==> src/source/program_rom.hex <==
// One byte per line, hex
// Words 0-15 are the master half, words 16-31 the sub half
3C
8E
01
F7
52
A9
6D
10
C4
2B
E3
77
98
05
BE
4F
D1
66
1A
83
F0
2E
B5
49
0C
7A
E8
35
9F
C2
58
A4

==> src/source/cpu_subsystem_pkg.sv <==
`default_nettype none

package cpu_subsystem_pkg;

	////////////////////
	// Program ROM

	// Word index; each CPU sees 16 words through addr[3:0]
	localparam int ROM_ADDR_W = 5;
	localparam string ROM_FILE = "/design/src/source/program_rom.hex";

	// Read value for unmapped space
	localparam logic [7:0] NONE_RDATA = 8'hFF;

	////////////////////
	// Address map bases

	// Master map
	localparam logic [15:0] M_SCROLL0_BASE = 16'h0000;
	localparam logic [15:0] M_SCROLL1_BASE = 16'h2000;
	localparam logic [15:0] M_OBJECT_BASE = 16'h4000;
	localparam logic [15:0] M_BACKCOLOR_BASE = 16'hA000;

	// Sub map, object RAM at the bottom
	localparam logic [15:0] S_OBJECT_BASE = 16'h0000;
	localparam logic [15:0] S_SCROLL0_BASE = 16'h2000;
	localparam logic [15:0] S_SCROLL1_BASE = 16'h4000;
	localparam logic [15:0] S_UNUSED_BASE = 16'hA000;

	// Common to both maps
	localparam logic [15:0] VRAM_END = 16'h6000;
	localparam logic [15:0] LATCH0_BASE = 16'h8000;
	localparam logic [15:0] LATCH1_BASE = 16'h9000;
	localparam logic [15:0] IRQ_ACK_BASE = 16'hB000;
	localparam logic [15:0] PROG_ROM_BASE = 16'hC000;

	////////////////////
	// Types

	typedef struct packed {
		logic [15:0] addr;
		logic [7:0] wdata;
		logic we;
	} cpu_req_t;

	// Nine targets, so four bits
	typedef enum logic [3:0] {
		REG_NONE,
		REG_PROG_ROM,
		REG_SCROLL0,
		REG_SCROLL1,
		REG_OBJECT,
		REG_LATCH0,
		REG_LATCH1,
		REG_BACKCOLOR,
		REG_IRQ_ACK
	} region_e;

	typedef struct packed {
		logic scroll0;
		logic scroll1;
		logic object;
		logic latch0;
		logic latch1;
		logic backcolor;
	} vid_sel_t;

	typedef struct packed {
		logic [12:0] addr;
		logic [7:0] wdata;
		logic we;
		region_e region;
	} vid_access_t;

	typedef struct packed {
		logic [12:0] addr;
		logic [7:0] wdata;
		logic we;
		vid_sel_t sel;
	} vid_bus_t;

	// True when base <= addr < limit
	function automatic logic in_range(input logic [15:0] addr, input logic [15:0] base,
		input logic [15:0] limit);
		return (addr >= base) && (addr < limit);
	endfunction

endpackage

`default_nettype wire

==> src/source/cpu_port.sv <==
`timescale 1ns/10ps
`default_nettype none

module cpu_port (
	input wire logic clk_6m,
	input wire logic rst_n,
	input wire logic req,
	input wire cpu_subsystem_pkg::cpu_req_t cpu,
	input wire cpu_subsystem_pkg::region_e region,
	input wire logic [7:0] rom_data,
	input wire logic vid_grant,
	input wire logic [7:0] vid_rdata_q,
	output logic ack,
	output logic [7:0] rdata,
	output logic done,
	output logic [cpu_subsystem_pkg::ROM_ADDR_W-2:0] rom_idx,
	output logic vid_pend,
	output cpu_subsystem_pkg::vid_access_t vid_acc
);

	import cpu_subsystem_pkg::*;

	// ROM also covers the one-cycle local replies
	typedef enum logic [1:0] {IDLE, ROM, VIDEO, ACKED} state_e;

	state_e state;
	region_e cur_region;
	logic rom_wait;
	logic is_video;
	logic finish;
	logic [7:0] reply_data;

	always_comb begin
		is_video = region inside {REG_SCROLL0, REG_SCROLL1, REG_OBJECT,
			REG_LATCH0, REG_LATCH1, REG_BACKCOLOR};
		finish = 1'b0;
		reply_data = vid_rdata_q;
		if (state == ROM && !rom_wait) begin
			finish = 1'b1;
			case (cur_region)
				REG_PROG_ROM: reply_data = rom_data;
				REG_IRQ_ACK: reply_data = 8'h00;
				default: reply_data = NONE_RDATA;
			endcase
		end else if (state == VIDEO && vid_grant) begin
			finish = 1'b1;
		end
	end

	////////////////////
	// Handshake FSM

	always_ff @(posedge clk_6m) begin
		if (!rst_n) begin
			state <= IDLE;
			ack <= 1'b0;
			done <= 1'b0;
			vid_pend <= 1'b0;
			rom_wait <= 1'b0;
		end else begin
			done <= 1'b0;
			case (state)
				IDLE: begin
					if (req) begin
						if (is_video) begin
							state <= VIDEO;
							vid_pend <= 1'b1;
						end else begin
							state <= ROM;
							// Extra cycle for the registered ROM read
							rom_wait <= (region == REG_PROG_ROM);
						end
					end
				end
				ROM: begin
					rom_wait <= 1'b0;
				end
				ACKED: begin
					if (!req) begin
						ack <= 1'b0;
						state <= IDLE;
					end
				end
				default: ;
			endcase
			if (finish) begin
				ack <= 1'b1;
				done <= 1'b1;
				vid_pend <= 1'b0;
				state <= ACKED;
			end
		end
	end

	// Request payload and read data
	always_ff @(posedge clk_6m) begin
		if (state == IDLE && req) begin
			cur_region <= region;
			rom_idx <= cpu.addr[ROM_ADDR_W-2:0];
			vid_acc.addr <= cpu.addr[12:0];
			vid_acc.wdata <= cpu.wdata;
			vid_acc.we <= cpu.we;
			vid_acc.region <= region;
		end
		if (finish) begin
			rdata <= reply_data;
		end
	end

endmodule

`default_nettype wire

==> src/source/cpu_subsystem.sv <==
`timescale 1ns/10ps
`default_nettype none

module cpu_subsystem (
	input wire logic clk_6m,
	input wire logic rst_n,
	input wire logic vblank_n,
	input wire logic m_req,
	input wire cpu_subsystem_pkg::cpu_req_t m_cpu,
	input wire logic s_req,
	input wire cpu_subsystem_pkg::cpu_req_t s_cpu,
	input wire logic [7:0] vid_rdata,
	output logic m_ack,
	output logic [7:0] m_rdata,
	output logic m_irq_n,
	output logic s_ack,
	output logic [7:0] s_rdata,
	output logic s_irq_n,
	output cpu_subsystem_pkg::vid_bus_t vid_bus
);

	import cpu_subsystem_pkg::*;

	region_e m_region;
	region_e s_region;
	logic m_done;
	logic s_done;
	logic [ROM_ADDR_W-2:0] m_rom_idx;
	logic [ROM_ADDR_W-2:0] s_rom_idx;
	logic [7:0] m_rom_data;
	logic [7:0] s_rom_data;
	logic m_vid_pend;
	logic s_vid_pend;
	vid_access_t m_vid_acc;
	vid_access_t s_vid_acc;
	logic m_vid_grant;
	logic s_vid_grant;
	logic [7:0] vid_rdata_q;

	////////////////////
	// Master CPU side

	master_decoder i_master_decoder (
		.clk_6m(clk_6m),
		.rst_n(rst_n),
		.addr(m_cpu.addr),
		.vblank_n(vblank_n),
		.done(m_done),
		.region(m_region),
		.irq_n(m_irq_n)
	);

	cpu_port i_master_port (
		.clk_6m(clk_6m),
		.rst_n(rst_n),
		.req(m_req),
		.cpu(m_cpu),
		.region(m_region),
		.rom_data(m_rom_data),
		.vid_grant(m_vid_grant),
		.vid_rdata_q(vid_rdata_q),
		.ack(m_ack),
		.rdata(m_rdata),
		.done(m_done),
		.rom_idx(m_rom_idx),
		.vid_pend(m_vid_pend),
		.vid_acc(m_vid_acc)
	);

	////////////////////
	// Sub CPU side

	sub_decoder i_sub_decoder (
		.clk_6m(clk_6m),
		.rst_n(rst_n),
		.addr(s_cpu.addr),
		.vblank_n(vblank_n),
		.done(s_done),
		.region(s_region),
		.irq_n(s_irq_n)
	);

	cpu_port i_sub_port (
		.clk_6m(clk_6m),
		.rst_n(rst_n),
		.req(s_req),
		.cpu(s_cpu),
		.region(s_region),
		.rom_data(s_rom_data),
		.vid_grant(s_vid_grant),
		.vid_rdata_q(vid_rdata_q),
		.ack(s_ack),
		.rdata(s_rdata),
		.done(s_done),
		.rom_idx(s_rom_idx),
		.vid_pend(s_vid_pend),
		.vid_acc(s_vid_acc)
	);

	////////////////////
	// Shared resources

	video_bus_mux i_video_bus_mux (
		.clk_6m(clk_6m),
		.rst_n(rst_n),
		.m_pend(m_vid_pend),
		.m_acc(m_vid_acc),
		.s_pend(s_vid_pend),
		.s_acc(s_vid_acc),
		.vid_rdata(vid_rdata),
		.vid_bus(vid_bus),
		.m_grant(m_vid_grant),
		.s_grant(s_vid_grant),
		.vid_rdata_q(vid_rdata_q)
	);

	program_rom i_program_rom (
		.clk_6m(clk_6m),
		.m_idx(m_rom_idx),
		.s_idx(s_rom_idx),
		.m_data(m_rom_data),
		.s_data(s_rom_data)
	);

endmodule

`default_nettype wire

==> src/source/master_decoder.sv <==
`timescale 1ns/10ps
`default_nettype none

module master_decoder (
	input wire logic clk_6m,
	input wire logic rst_n,
	input wire logic [15:0] addr,
	input wire logic vblank_n,
	input wire logic done,
	output cpu_subsystem_pkg::region_e region,
	output logic irq_n
);

	import cpu_subsystem_pkg::*;

	logic vblank_q;
	logic vblank_fall;
	logic irq_flag;

	////////////////////
	// Address map

	always_comb begin
		if (addr >= PROG_ROM_BASE) begin
			region = REG_PROG_ROM;
		end else if (in_range(addr, IRQ_ACK_BASE, PROG_ROM_BASE)) begin
			region = REG_IRQ_ACK;
		end else if (in_range(addr, M_BACKCOLOR_BASE, IRQ_ACK_BASE)) begin
			region = REG_BACKCOLOR;
		end else if (in_range(addr, LATCH1_BASE, M_BACKCOLOR_BASE)) begin
			region = REG_LATCH1;
		end else if (in_range(addr, LATCH0_BASE, LATCH1_BASE)) begin
			region = REG_LATCH0;
		end else if (in_range(addr, M_OBJECT_BASE, VRAM_END)) begin
			region = REG_OBJECT;
		end else if (in_range(addr, M_SCROLL1_BASE, M_OBJECT_BASE)) begin
			region = REG_SCROLL1;
		end else if (in_range(addr, M_SCROLL0_BASE, M_SCROLL1_BASE)) begin
			region = REG_SCROLL0;
		end else begin
			region = REG_NONE;
		end
	end

	////////////////////
	// Vblank interrupt

	assign vblank_fall = vblank_q & ~vblank_n;

	always_ff @(posedge clk_6m) begin
		if (!rst_n) begin
			vblank_q <= 1'b1;
			irq_flag <= 1'b0;
		end else begin
			vblank_q <= vblank_n;
			// Set takes priority over the acknowledge
			if (vblank_fall) begin
				irq_flag <= 1'b1;
			end else if (done && region == REG_IRQ_ACK) begin
				irq_flag <= 1'b0;
			end
		end
	end

	assign irq_n = ~irq_flag;

endmodule

`default_nettype wire

==> src/source/program_rom.sv <==
`timescale 1ns/10ps
`default_nettype none

module program_rom (
	input wire logic clk_6m,
	input wire logic [cpu_subsystem_pkg::ROM_ADDR_W-2:0] m_idx,
	input wire logic [cpu_subsystem_pkg::ROM_ADDR_W-2:0] s_idx,
	output logic [7:0] m_data,
	output logic [7:0] s_data
);

	import cpu_subsystem_pkg::*;

	// Lower half master, upper half sub
	logic [7:0] mem [0:(1 << ROM_ADDR_W) - 1];

	initial begin
		$readmemh(ROM_FILE, mem);
	end

	// One registered read per CPU
	always_ff @(posedge clk_6m) begin
		m_data <= mem[{1'b0, m_idx}];
		s_data <= mem[{1'b1, s_idx}];
	end

endmodule

`default_nettype wire

==> src/source/sub_decoder.sv <==
`timescale 1ns/10ps
`default_nettype none

module sub_decoder (
	input wire logic clk_6m,
	input wire logic rst_n,
	input wire logic [15:0] addr,
	input wire logic vblank_n,
	input wire logic done,
	output cpu_subsystem_pkg::region_e region,
	output logic irq_n
);

	import cpu_subsystem_pkg::*;

	logic vblank_q;
	logic vblank_fall;
	logic irq_flag;

	// Sub map, no backcolor latch here
	always_comb begin
		if (addr >= PROG_ROM_BASE) begin
			region = REG_PROG_ROM;
		end else if (in_range(addr, IRQ_ACK_BASE, PROG_ROM_BASE)) begin
			region = REG_IRQ_ACK;
		end else if (in_range(addr, LATCH1_BASE, S_UNUSED_BASE)) begin
			region = REG_LATCH1;
		end else if (in_range(addr, LATCH0_BASE, LATCH1_BASE)) begin
			region = REG_LATCH0;
		end else if (in_range(addr, S_SCROLL1_BASE, VRAM_END)) begin
			region = REG_SCROLL1;
		end else if (in_range(addr, S_SCROLL0_BASE, S_SCROLL1_BASE)) begin
			region = REG_SCROLL0;
		end else if (in_range(addr, S_OBJECT_BASE, S_SCROLL0_BASE)) begin
			region = REG_OBJECT;
		end else begin
			region = REG_NONE;
		end
	end

	// Falling edge of vblank_n
	assign vblank_fall = vblank_q & ~vblank_n;

	always_ff @(posedge clk_6m) begin
		if (!rst_n) begin
			vblank_q <= 1'b1;
			irq_flag <= 1'b0;
		end else begin
			vblank_q <= vblank_n;
			if (vblank_fall) begin
				irq_flag <= 1'b1;
			end else if (done && region == REG_IRQ_ACK) begin
				irq_flag <= 1'b0;
			end
		end
	end

	assign irq_n = ~irq_flag;

endmodule

`default_nettype wire

==> src/source/video_bus_mux.sv <==
`timescale 1ns/10ps
`default_nettype none

module video_bus_mux (
	input wire logic clk_6m,
	input wire logic rst_n,
	input wire logic m_pend,
	input wire cpu_subsystem_pkg::vid_access_t m_acc,
	input wire logic s_pend,
	input wire cpu_subsystem_pkg::vid_access_t s_acc,
	input wire logic [7:0] vid_rdata,
	output cpu_subsystem_pkg::vid_bus_t vid_bus,
	output logic m_grant,
	output logic s_grant,
	output logic [7:0] vid_rdata_q
);

	import cpu_subsystem_pkg::*;

	// 0 for master, 1 for sub, like 2H on the board
	logic slot;
	logic owner_pend;
	vid_access_t owner_acc;

	function automatic vid_sel_t region_sel(input region_e r);
		vid_sel_t s;
		s = '0;
		case (r)
			REG_SCROLL0: s.scroll0 = 1'b1;
			REG_SCROLL1: s.scroll1 = 1'b1;
			REG_OBJECT: s.object = 1'b1;
			REG_LATCH0: s.latch0 = 1'b1;
			REG_LATCH1: s.latch1 = 1'b1;
			REG_BACKCOLOR: s.backcolor = 1'b1;
			default: s = '0;
		endcase
		return s;
	endfunction

	////////////////////
	// Slot owner

	always_comb begin
		owner_pend = slot ? s_pend : m_pend;
		owner_acc = slot ? s_acc : m_acc;
	end

	// Bus stays idle unless the slot owner has something queued
	always_comb begin
		vid_bus = '0;
		if (owner_pend) begin
			vid_bus.addr = owner_acc.addr;
			vid_bus.wdata = owner_acc.wdata;
			vid_bus.we = owner_acc.we;
			vid_bus.sel = region_sel(owner_acc.region);
		end
	end

	////////////////////
	// Slot and grants

	always_ff @(posedge clk_6m) begin
		if (!rst_n) begin
			slot <= 1'b0;
			m_grant <= 1'b0;
			s_grant <= 1'b0;
		end else begin
			slot <= ~slot;
			m_grant <= owner_pend & ~slot;
			s_grant <= owner_pend & slot;
		end
	end

	// Memory answers within the bus cycle
	always_ff @(posedge clk_6m) begin
		if (owner_pend) begin
			vid_rdata_q <= vid_rdata;
		end
	end

endmodule

`default_nettype wire
==> config.mk <==
export PLATFORM = sky130hd
export DESIGN_NAME = cpu_subsystem
export DESIGN_NICKNAME = d
export VERILOG_FILES = /design/src/source/cpu_subsystem_pkg.sv /design/src/source/cpu_port.sv /design/src/source/cpu_subsystem.sv /design/src/source/master_decoder.sv /design/src/source/program_rom.sv /design/src/source/sub_decoder.sv /design/src/source/video_bus_mux.sv
export SDC_FILE = /design/constraint.sdc
export NUM_CORES = 1
export LEC_CHECK = 0
export BUFFER_PORTS_ARGS = -buffer_cell sky130_fd_sc_hd__buf_2
export CORE_MARGIN = 2
export CORE_UTILIZATION = 51
export DETAILED_ROUTE_END_ITERATION = 10
export GPL_TIMING_DRIVEN = 1
export PLACE_DENSITY = 0.91
export SLEW_MARGIN = 20
export SYNTH_ARGS = -nofsm -noshare
export SYNTH_HDL_FRONTEND = slang
export SYNTH_SLANG_ARGS = --single-unit
==> constraint.sdc <==
create_clock -name clk_6m -period 1.95 [get_ports clk_6m]
set_input_delay 0.39 -clock clk_6m [delete_from_list [all_inputs] [get_ports clk_6m]]
set_output_delay 0.39 -clock clk_6m [all_outputs]
set_load 0.01 [all_outputs]
After elaboration in Yosys (flattened, before gate mapping)
Cells that the tools add are included.
- register bits after elaboration: 110
- input bits: 63
- output and inout port bits: 48
- logic and storage cells: 212
- magnitude comparators: 28
- equality and inequality tests: 42
- mux-type cells: 60
- bitwise operators: 8
- reduce and logical (&&, ||, !) cells: 45
- operators by type and width (kind ; number):
    16-bit >= comparator (second input constant) ; 9
    16-bit less-than comparator (second input constant) ; 7
    16-bit by 15-bit less-than comparator with 1-bit output (second input constant) ; 4
    4-bit 2-to-1 mux ; 13
    4-bit by 3-bit == test with 1-bit output (second input constant) ; 12
    16-bit by 1-bit >= comparator with 1-bit output (second input constant) ; 2
    16-bit by 14-bit >= comparator with 1-bit output (second input constant) ; 2
    16-bit by 15-bit >= comparator with 1-bit output (second input constant) ; 2
    16-bit by 14-bit less-than comparator with 1-bit output (second input constant) ; 2
    8-bit one-hot mux with 2 select lines ; 2
    28-bit 2-to-1 mux ; 1
    1-bit 2-to-1 mux ; 27
    26-bit 2-to-1 mux ; 1
    4-bit by 2-bit == test with 1-bit output (second input constant) ; 6
    1-bit logical AND ; 21
    2-bit 2-to-1 mux ; 9
    3-bit AND reduction ; 6
    4-bit by 1-bit == test with 1-bit output (second input constant) ; 4
    4-bit == test (second input constant) ; 4
    8-bit 2-to-1 mux ; 2
    3-bit by 2-bit inequality test with 1-bit output (second input constant) ; 4
    2-bit nonzero test ; 6
    6-bit nonzero test ; 2
    2-bit == test (second input constant) ; 4
    other kinds (13) ; 31

Logic depth before layout (Yosys ltp)
Gate-level depths: netlist (run 1).
- depth in word-level cells: 16
- gate-level depth with buffers: 8

Cells and area by module
Synthesis (run 1) repeated with hierarchy kept, for this count alone.
- cell total of the unflattened synthesis: 335
- area, all modules: 4164.0 µm²
- modules (own cells, without submodules) (module ; instances ; cells each ; area each (µm²)):
    cpu_port ; 2 ; 99 ; 1465.2
    video_bus_mux ; 1 ; 84 ; 834.6
    master_decoder ; 1 ; 18 ; 146.4
    sub_decoder ; 1 ; 18 ; 128.9
    program_rom ; 1 ; 17 ; 123.9

Worst setup path before layout (run 1)
No wires, ideal clock.
- path kind: register to output
- from: register i_video_bus_mux.slot
- to: output port vid_bus[5] in the netlist's numbering
- arrival time: 1.303 ns
- slack: 0.257 ns
- cell stages (with the launch flop): 5
- cells stage by stage: dfxtp_1 buf_2 buf_2 mux2_2 nor3_1
- RTL lines (item ; RTL line ; source):
    start, declared ; video_bus_mux.sv:21 ; logic slot;
    start signal, assigned ; video_bus_mux.sv:68 ; slot <= ~slot;
    end, declared ; cpu_subsystem.sv:19 ; output cpu_subsystem_pkg::vid_bus_t vid_bus

==> out/metrics.yaml, run 1 <==
worst_hold_path:
  hold_depth: 1
  min-delay-start: "m_cpu[20]"
  hold_path_end: "i_master_port.vid_acc[24]"
  hp-class: "in -> reg"
detailed_routing:
  ant_nets: 0
  num_vias: 2842
  via_per_inst: 5.45
  drt_iter0_drc: 419
  post_drt_wl_per_cell_um: 17.2
  drc_errors: 0
  wirelength_mm: 8.96
  drt-pass1-iter-count: 5
placement:
  portBuffers: 110
  place_area_um2: 4560
  dp_hpwl_mm: 6.31
  globalplace.congestion: 0.819
synthesis:
  ys_types: 37
  ys_seq_elements: 94
  yosys_most_used_dff: "edfxtp_1"
  syn-instance-count: 296
  synth_top_cell_by_area: "edfxtp_1"
  yosys-top-cells-area: "edfxtp_1 59%, dfxtp_1 9.3%, mux2i_1 5.9%, a21o_1 3.5%, nor2_1 3.2%"
  synth_fp_nets: 367
  syn_area_um2: 3870
  ys_seq_area_frac: 0.682
  netlist_top_cells_count: "76 x edfxtp_1, 33 x nor2_1, 23 x mux2i_1"
  synth_area_per_cell_um2: 13.1
  async_flop_share: 0
  synth.most_common_cell: "edfxtp_1"
  synth_warnings: 0
  synth_edf_count: 76
  synth_top_cell_area_share: 0.589
finish:
  fin_nets: 488
  syn_to_final_growth_pct: 24.4
  diodes: 0
  multiInputGateArea_um2: 1130
  ff_latch_area_um2: 2650
  nFillCells: 538
  layout-drive-gt1-share: 0.351
  finalInstanceArea_um2: 4820
die:
  num_io_pins: 111
  dieWidth_um: 91.1
  die_h_um: 91.1
  fp-row-count: 31
  initial_core_util: 0.531
  die_area_um2: 8310
  core-area_um2: 7290
critical_path:
  startpoint_type: "flop"
  regToRegSetupSlack_ps: 120
  regToRegEndpoint: "i_master_port.state[1]"
  r2r_start: "i_master_port.state[1]"
  crit_type: "reg -> out"
  critPathMaxFanout: 3
  cp-end-kind: "primary output"
  required_ps: 1560
  critPathArrivalTime_ps: 1700
  reg2regPathDepth: 6
timing:
  hold_slack_ps: 192
  setup_violations: 6
  timing.final.crit_period_ps: 2090
  rsz0062_at_grt: "true"
  fin_skew_ps: 14.3
  fin_tns_setup_ps: -452
  min_period_over_period: 1.07
  setup_ws_ps: -140
  hold_violations: 0
  maxClockFrequency_mhz: 478
  max-slew-margin-rel: 0.480
  tightest_slew_ps: 776
  maxSlewViolCount: 0
global_route:
  grt_pass1_wl_mm: 13.9
  grt_max_degree: 29
  antenna_found_initial: 0
  grt_pass1_vias: 2906
  overflow: 0
  track_usage: 0.217
clocking:
  clock-sinks: 94
  tritoncts: "built"
  numCtsBuffers: 9
  insertion_delay_ps: 360
  clockBufferDepth: 2
  cts_hold_buf: 0
  cts_root_buffer: "clkbuf_8"
  clkTransAtPathRegs_ps: 100
  h-tree-depth: 3
power_and_ir_drop:
  p_leak_nw: 2.06
  power.density_nw_per_um2: 1210
  ir_worst_vdd_uv: 497
  power_mw: 5.83
outcome:
  outcome: "complete, but fails checks"
  violations: "setup timing"
flow_run:
  maxCapViolCount: 0
## stage by stage
step / setup slack [ps] / cells / util
final: -140 / 521 / 0.661
after global placement: 373 / 502 / 0.626
after global routing: -206 / 521 / 0.661
after CTS: -40.4 / 519 / 0.654
after detailed placement: 274 / 502 / 0.626
after floorplan: 257 / 296 / -
## kinds of logic (layout without fill, tap and decap cells)
group | after synthesis | in the layout | synth area share
flip-flops | 94 | 94 | 0.682
AND/OR/NAND/NOR | 79 | 79 | 0.0924
AO/OA/AOI/OAI | 60 | 60 | 0.101
buffers and inverters | 30 | 156 | 0.0336
multiplexers | 24 | 24 | 0.0624
adder cells (fa/ha/maj) | 8 | 8 | 0.0258
XOR/XNOR | 1 | 1 | 0.00226
## how the worst max path moves through the flow
stage	startpoint	endpoint	slack, ps	cells after the start
final	i_master_port.vid_acc[3]	vid_bus[1]	-140	3
after global routing	i_master_port.vid_acc[3]	vid_bus[1]	-210	3
after CTS	i_master_port.vid_acc[3]	vid_bus[2]	-40	4
after detailed placement	i_master_port.state[1]	i_master_port.state[0]	270	6
after global placement	i_video_bus_mux.slot	vid_bus[24]	370	5
after floorplan	i_video_bus_mux.slot	vid_bus[5]	260	4
## layout by cell type (no fill, tap or decap), types with 4 or more instances in the layout
| master | count |
|---|---|
| buf_2 | 109 |
| edfxtp_1 | 76 |
| nor2_1 | 30 |
| mux2i_1 | 23 |
| nand2_1 | 18 |
| a21o_1 | 18 |
| dfxtp_1 | 17 |
| inv_1 | 16 |
| a31oi_1 | 15 |
| a21oi_1 | 9 |
| clkbuf_8 | 9 |
| ha_1 | 8 |
| o21ai_0 | 7 |
| nor3_1 | 6 |
| buf_4 | 5 |
| nand2b_1 | 4 |
| inv_2 | 4 |
| buf_6 | 4 |
## report_power, final
part,internal (mW),switching [mW]
logic,0.659,1.01
clock network,0.473,0.692
registers,2.77,0.219
## registers in the layout, summed over array words and instances, names as in the netlist, 2 cells and up
name and count:
i_master_port.vid_acc 26, i_master_port.rdata 8, i_sub_port.state 2, i_video_bus_mux.vid_rdata_q 8, i_sub_port.rdata 8, i_master_port.state 2, i_sub_port.vid_acc 26
## layout make-up
cell class                      instances  area share
Clock inverter                          6     0.00935
Timing Repair Buffer                  120       0.139
Clock buffer                           10      0.0265
Multi-Input combinational cell        172       0.235
Sequential cell                        94       0.549
Tap cell                               99      0.0257
Inverter                               20      0.0156
## worst max-delay path: stages, from the launching register on
cell and delay (ps):
edfxtp_1 460, o32a_1 410, nor3_1 290, buf_2 190
## what timing repair did
item	in CTS	in global routing
cloned	0	2
pin swaps	2	0
endpoints found under the setup margin	28	24
hold endpoints to repair	0	0
resized for setup	8	11
setup buffers	1	0
## layer usage
| metal | vias to the layer above | wire [µm] | track usage |
|---|---|---|---|
| met5 | - | 0 | 0 |
| met4 | 0 | 223 | 0.0947 |
| met3 | 19 | 655 | 0.0581 |
| met2 | 153 | 4680 | 0.367 |
| met1 | 1343 | 3400 | 0.261 |
| li1 | 1327 | - | - |
Note: power is estimated with default switching activity, not from simulation.
==> inputs of run 2 (changes only) <==
--- a/config.mk
+++ b/config.mk
@@ -11,7 +11,9 @@
 export DETAILED_ROUTE_END_ITERATION = 10
 export GPL_TIMING_DRIVEN = 1
 export PLACE_DENSITY = 0.91
+export REMOVE_ABC_BUFFERS = 1
 export SLEW_MARGIN = 20
 export SYNTH_ARGS = -nofsm -noshare
 export SYNTH_HDL_FRONTEND = slang
 export SYNTH_SLANG_ARGS = --single-unit
+export TNS_END_PERCENT = 20
==> run 2 against run 1 <==
The flow still finishes with violations (setup timing). Design area about the same. Global-route usage fell by 1.0 points. Power rose by 0.18%. Die area stayed put. Via count down 2.6%. First-iteration DRC count is 34% lower. Worst setup slack improved by 130 ps. Critical path depth is 2 higher. Clock-buffer cell count stayed put. Fmax grew 6.9%. Sequential cell count unchanged. Final cell count is 0.19% lower.
==> out/metrics.yaml, run 2 (synthesis results as in run 1) <==
timing:
  tightest_slew_ps: 754  # -21.4 ps
  maxClockFrequency_mhz: 511  # +6.9%
  setup_ws_ps: -5.88  # +134 ps
  rsz0062_at_grt: "true"
  fin_tns_setup_ps: -5.88  # +446 ps
  hold_violations: 0  # unchanged
  timing.final.crit_period_ps: 1960  # -134 ps
  setup_violations: 1  # -5
  max-slew-margin-rel: 0.495  # +0.0143
  fin_skew_ps: 13.5  # -0.778 ps
  maxSlewViolCount: 0  # unchanged
  min_period_over_period: 1.00  # -0.0688
global_route:
  grt_pass1_wl_mm: 13.3  # -4.8%
  grt_max_degree: 29  # unchanged
  track_usage: 0.206  # -0.0104
  antenna_found_initial: 0  # unchanged
  grt_pass1_vias: 2730  # -6.1%
  overflow: 0  # unchanged
die:
  core-area_um2: 7290  # unchanged
  dieWidth_um: 91.1  # unchanged
  die_area_um2: 8310  # unchanged
  die_h_um: 91.1  # unchanged
  num_io_pins: 111  # unchanged
  initial_core_util: 0.531  # unchanged
  fp-row-count: 31  # unchanged
critical_path:
  crit_path_max_incr_delay_ps: 400  # -60 ps
  reg2regPathDepth: 5  # -1
  startpoint_type: "flop"
  path_depth: 5  # +2
  cp-end-kind: "primary output"
  required_ps: 1560  # about the same
  timing.critical_path.buf_inv: 2  # +1
  cpMaxStageDelayCell: "o32a_1"
  critPathArrivalTime_ps: 1570  # -130 ps
  path_cells: "inv_1 -> o32a_1 -> nand2b_4 -> nor2_1 -> buf_2"
  path_delay_family: "compound AO/OA/AOI/OAI gates"
  critPathMaxFanout: 3  # unchanged
  crit_type: "reg -> out"
finish:
  reg_top3: "i_master_port.vid_acc: 26 flops, i_sub_port.vid_acc: 26 flops"
  syn_to_final_growth_pct: 24.5  # about the same
  layout-drive-gt1-share: 0.352  # +0.000833
  finalNonFillerCells: 520  # -0.19%
  finalInstanceArea_um2: 4820  # about the same
  fin_nets: 487  # -0.20%
  ff_latch_area_um2: 2650  # about the same
  multiInputGateArea_um2: 1130  # +0.22%
  nFillCells: 548  # +1.9%
  final_cell_mix: "110 x buf_2, 76 x edfxtp_1, 33 x nor2_1"
  final_common_cell: "buf_2"
  diodes: 0  # unchanged
clocking:
  h-tree-depth: 3  # unchanged
  clock-sinks: 94  # unchanged
  clockBufferDepth: 2  # unchanged
  insertion_delay_ps: 370  # about the same
  numCtsBuffers: 9  # unchanged
  clkTransAtPathRegs_ps: 100  # about the same
  cts_root_buffer: "clkbuf_8"
  cts_hold_buf: 0  # unchanged
  tritoncts: "built"
placement:
  globalplace.congestion: 0.826  # +0.82%
  placed_cells: 502  # unchanged
  dp_hpwl_mm: 6.01  # -4.6%
  portBuffers: 110  # unchanged
  place_area_um2: 4590  # +0.55%
outcome:
  outcome: "complete, but fails checks"
  violations: "setup timing"
power_and_ir_drop:
  p_leak_nw: 2.07  # +0.53%
  ir_worst_vdd_uv: 652  # +31%
  power.density_nw_per_um2: 1210  # +0.10%
detailed_routing:
  via_per_inst: 5.32  # -2.5%
  drt_iter0_drc: 276  # -34%
  post_drt_wl_per_cell_um: 16.3  # -5.1%
  dr_wl_met3_um: 530  # -19%
  drc_errors: 0  # unchanged
  num_vias: 2767  # -2.6%
  drt-pass1-iter-count: 5  # unchanged
  top_layer: "met4"
  met2_length_mm: 4.37  # -6.6%
  wl_met1_mm: 3.42  # +0.56%
  wirelength_mm: 8.48  # -5.3%
  ant_nets: 0  # unchanged
flow_run:
  maxCapViolCount: 0  # unchanged
worst_hold_path:
  hp-class: "in -> reg"
  hold_depth: 1  # unchanged
==> run 2: cell types whose count changed in the layout (fill, tap and decap cells not counted), sizes merged <==
cell and change:
clkinv +1, buf -1, clkinvlp -1
==> run 2: report_power, final <==
group          switching [mW]  internal [mW]  total [mW]
combinational           0.983          0.678        1.66
clock                   0.718          0.487        1.20
sequential              0.203           2.77        2.97
total                    1.90           3.93        5.84
==> run 2: path summary, 6_finish.rpt <==
kind	slack [ps]	from	to
worst max-delay path	-6	i_master_port.vid_acc[2]	vid_bus[2]
worst min-delay path	190	s_cpu[5]	i_sub_port.vid_acc[9]
worst max register to register	270	i_master_port.state[1]	i_master_port.rdata[2]
worst min register to register	420	i_master_port.done	i_master_decoder.irq_flag
==> run 2: layout make-up <==
| cell class | count | area share |
|---|---|---|
| repair buffers | 119 | 0.137 |
| flip-flops and latches | 94 | 0.549 |
| clock buffers | 10 | 0.0265 |
| multi-input cells | 172 | 0.235 |
| inverters | 20 | 0.0156 |
| clock inverters | 6 | 0.0112 |
| well taps | 99 | 0.0257 |
==> run 2: per-stage QoR <==
step / hold WS [ps] / util / worst slack, ps / power [mW]
5_1_grt: 174 / 0.661 / -90.4 / 6.13
6_report: 186 / 0.661 / -5.88 / 5.84
4_1_cts: 182 / 0.657 / 4.14 / 5.81
3_3_place_gp: 411 / 0.629 / 407 / 4.52
2_1_floorplan: 391 / - / -1000 / 3.96
3_5_place_dp: 401 / 0.629 / 330 / 4.63
==> run 2: timing repair <==
action                     4_1_cts  5_1_grt
hold endpoints to repair         0        0
gates resized for setup          4        5
setup endpoints to repair       28       28
pin swaps                        1        0
gates cloned                     0        0
buffers inserted                 0        2
==> run 2: layer usage <==
layer	vias to the layer above	GRT usage
li1	1315	-
met1	1323	0.247
met2	114	0.356
met3	15	0.0498
met4	0	0.0896
met5	-	0
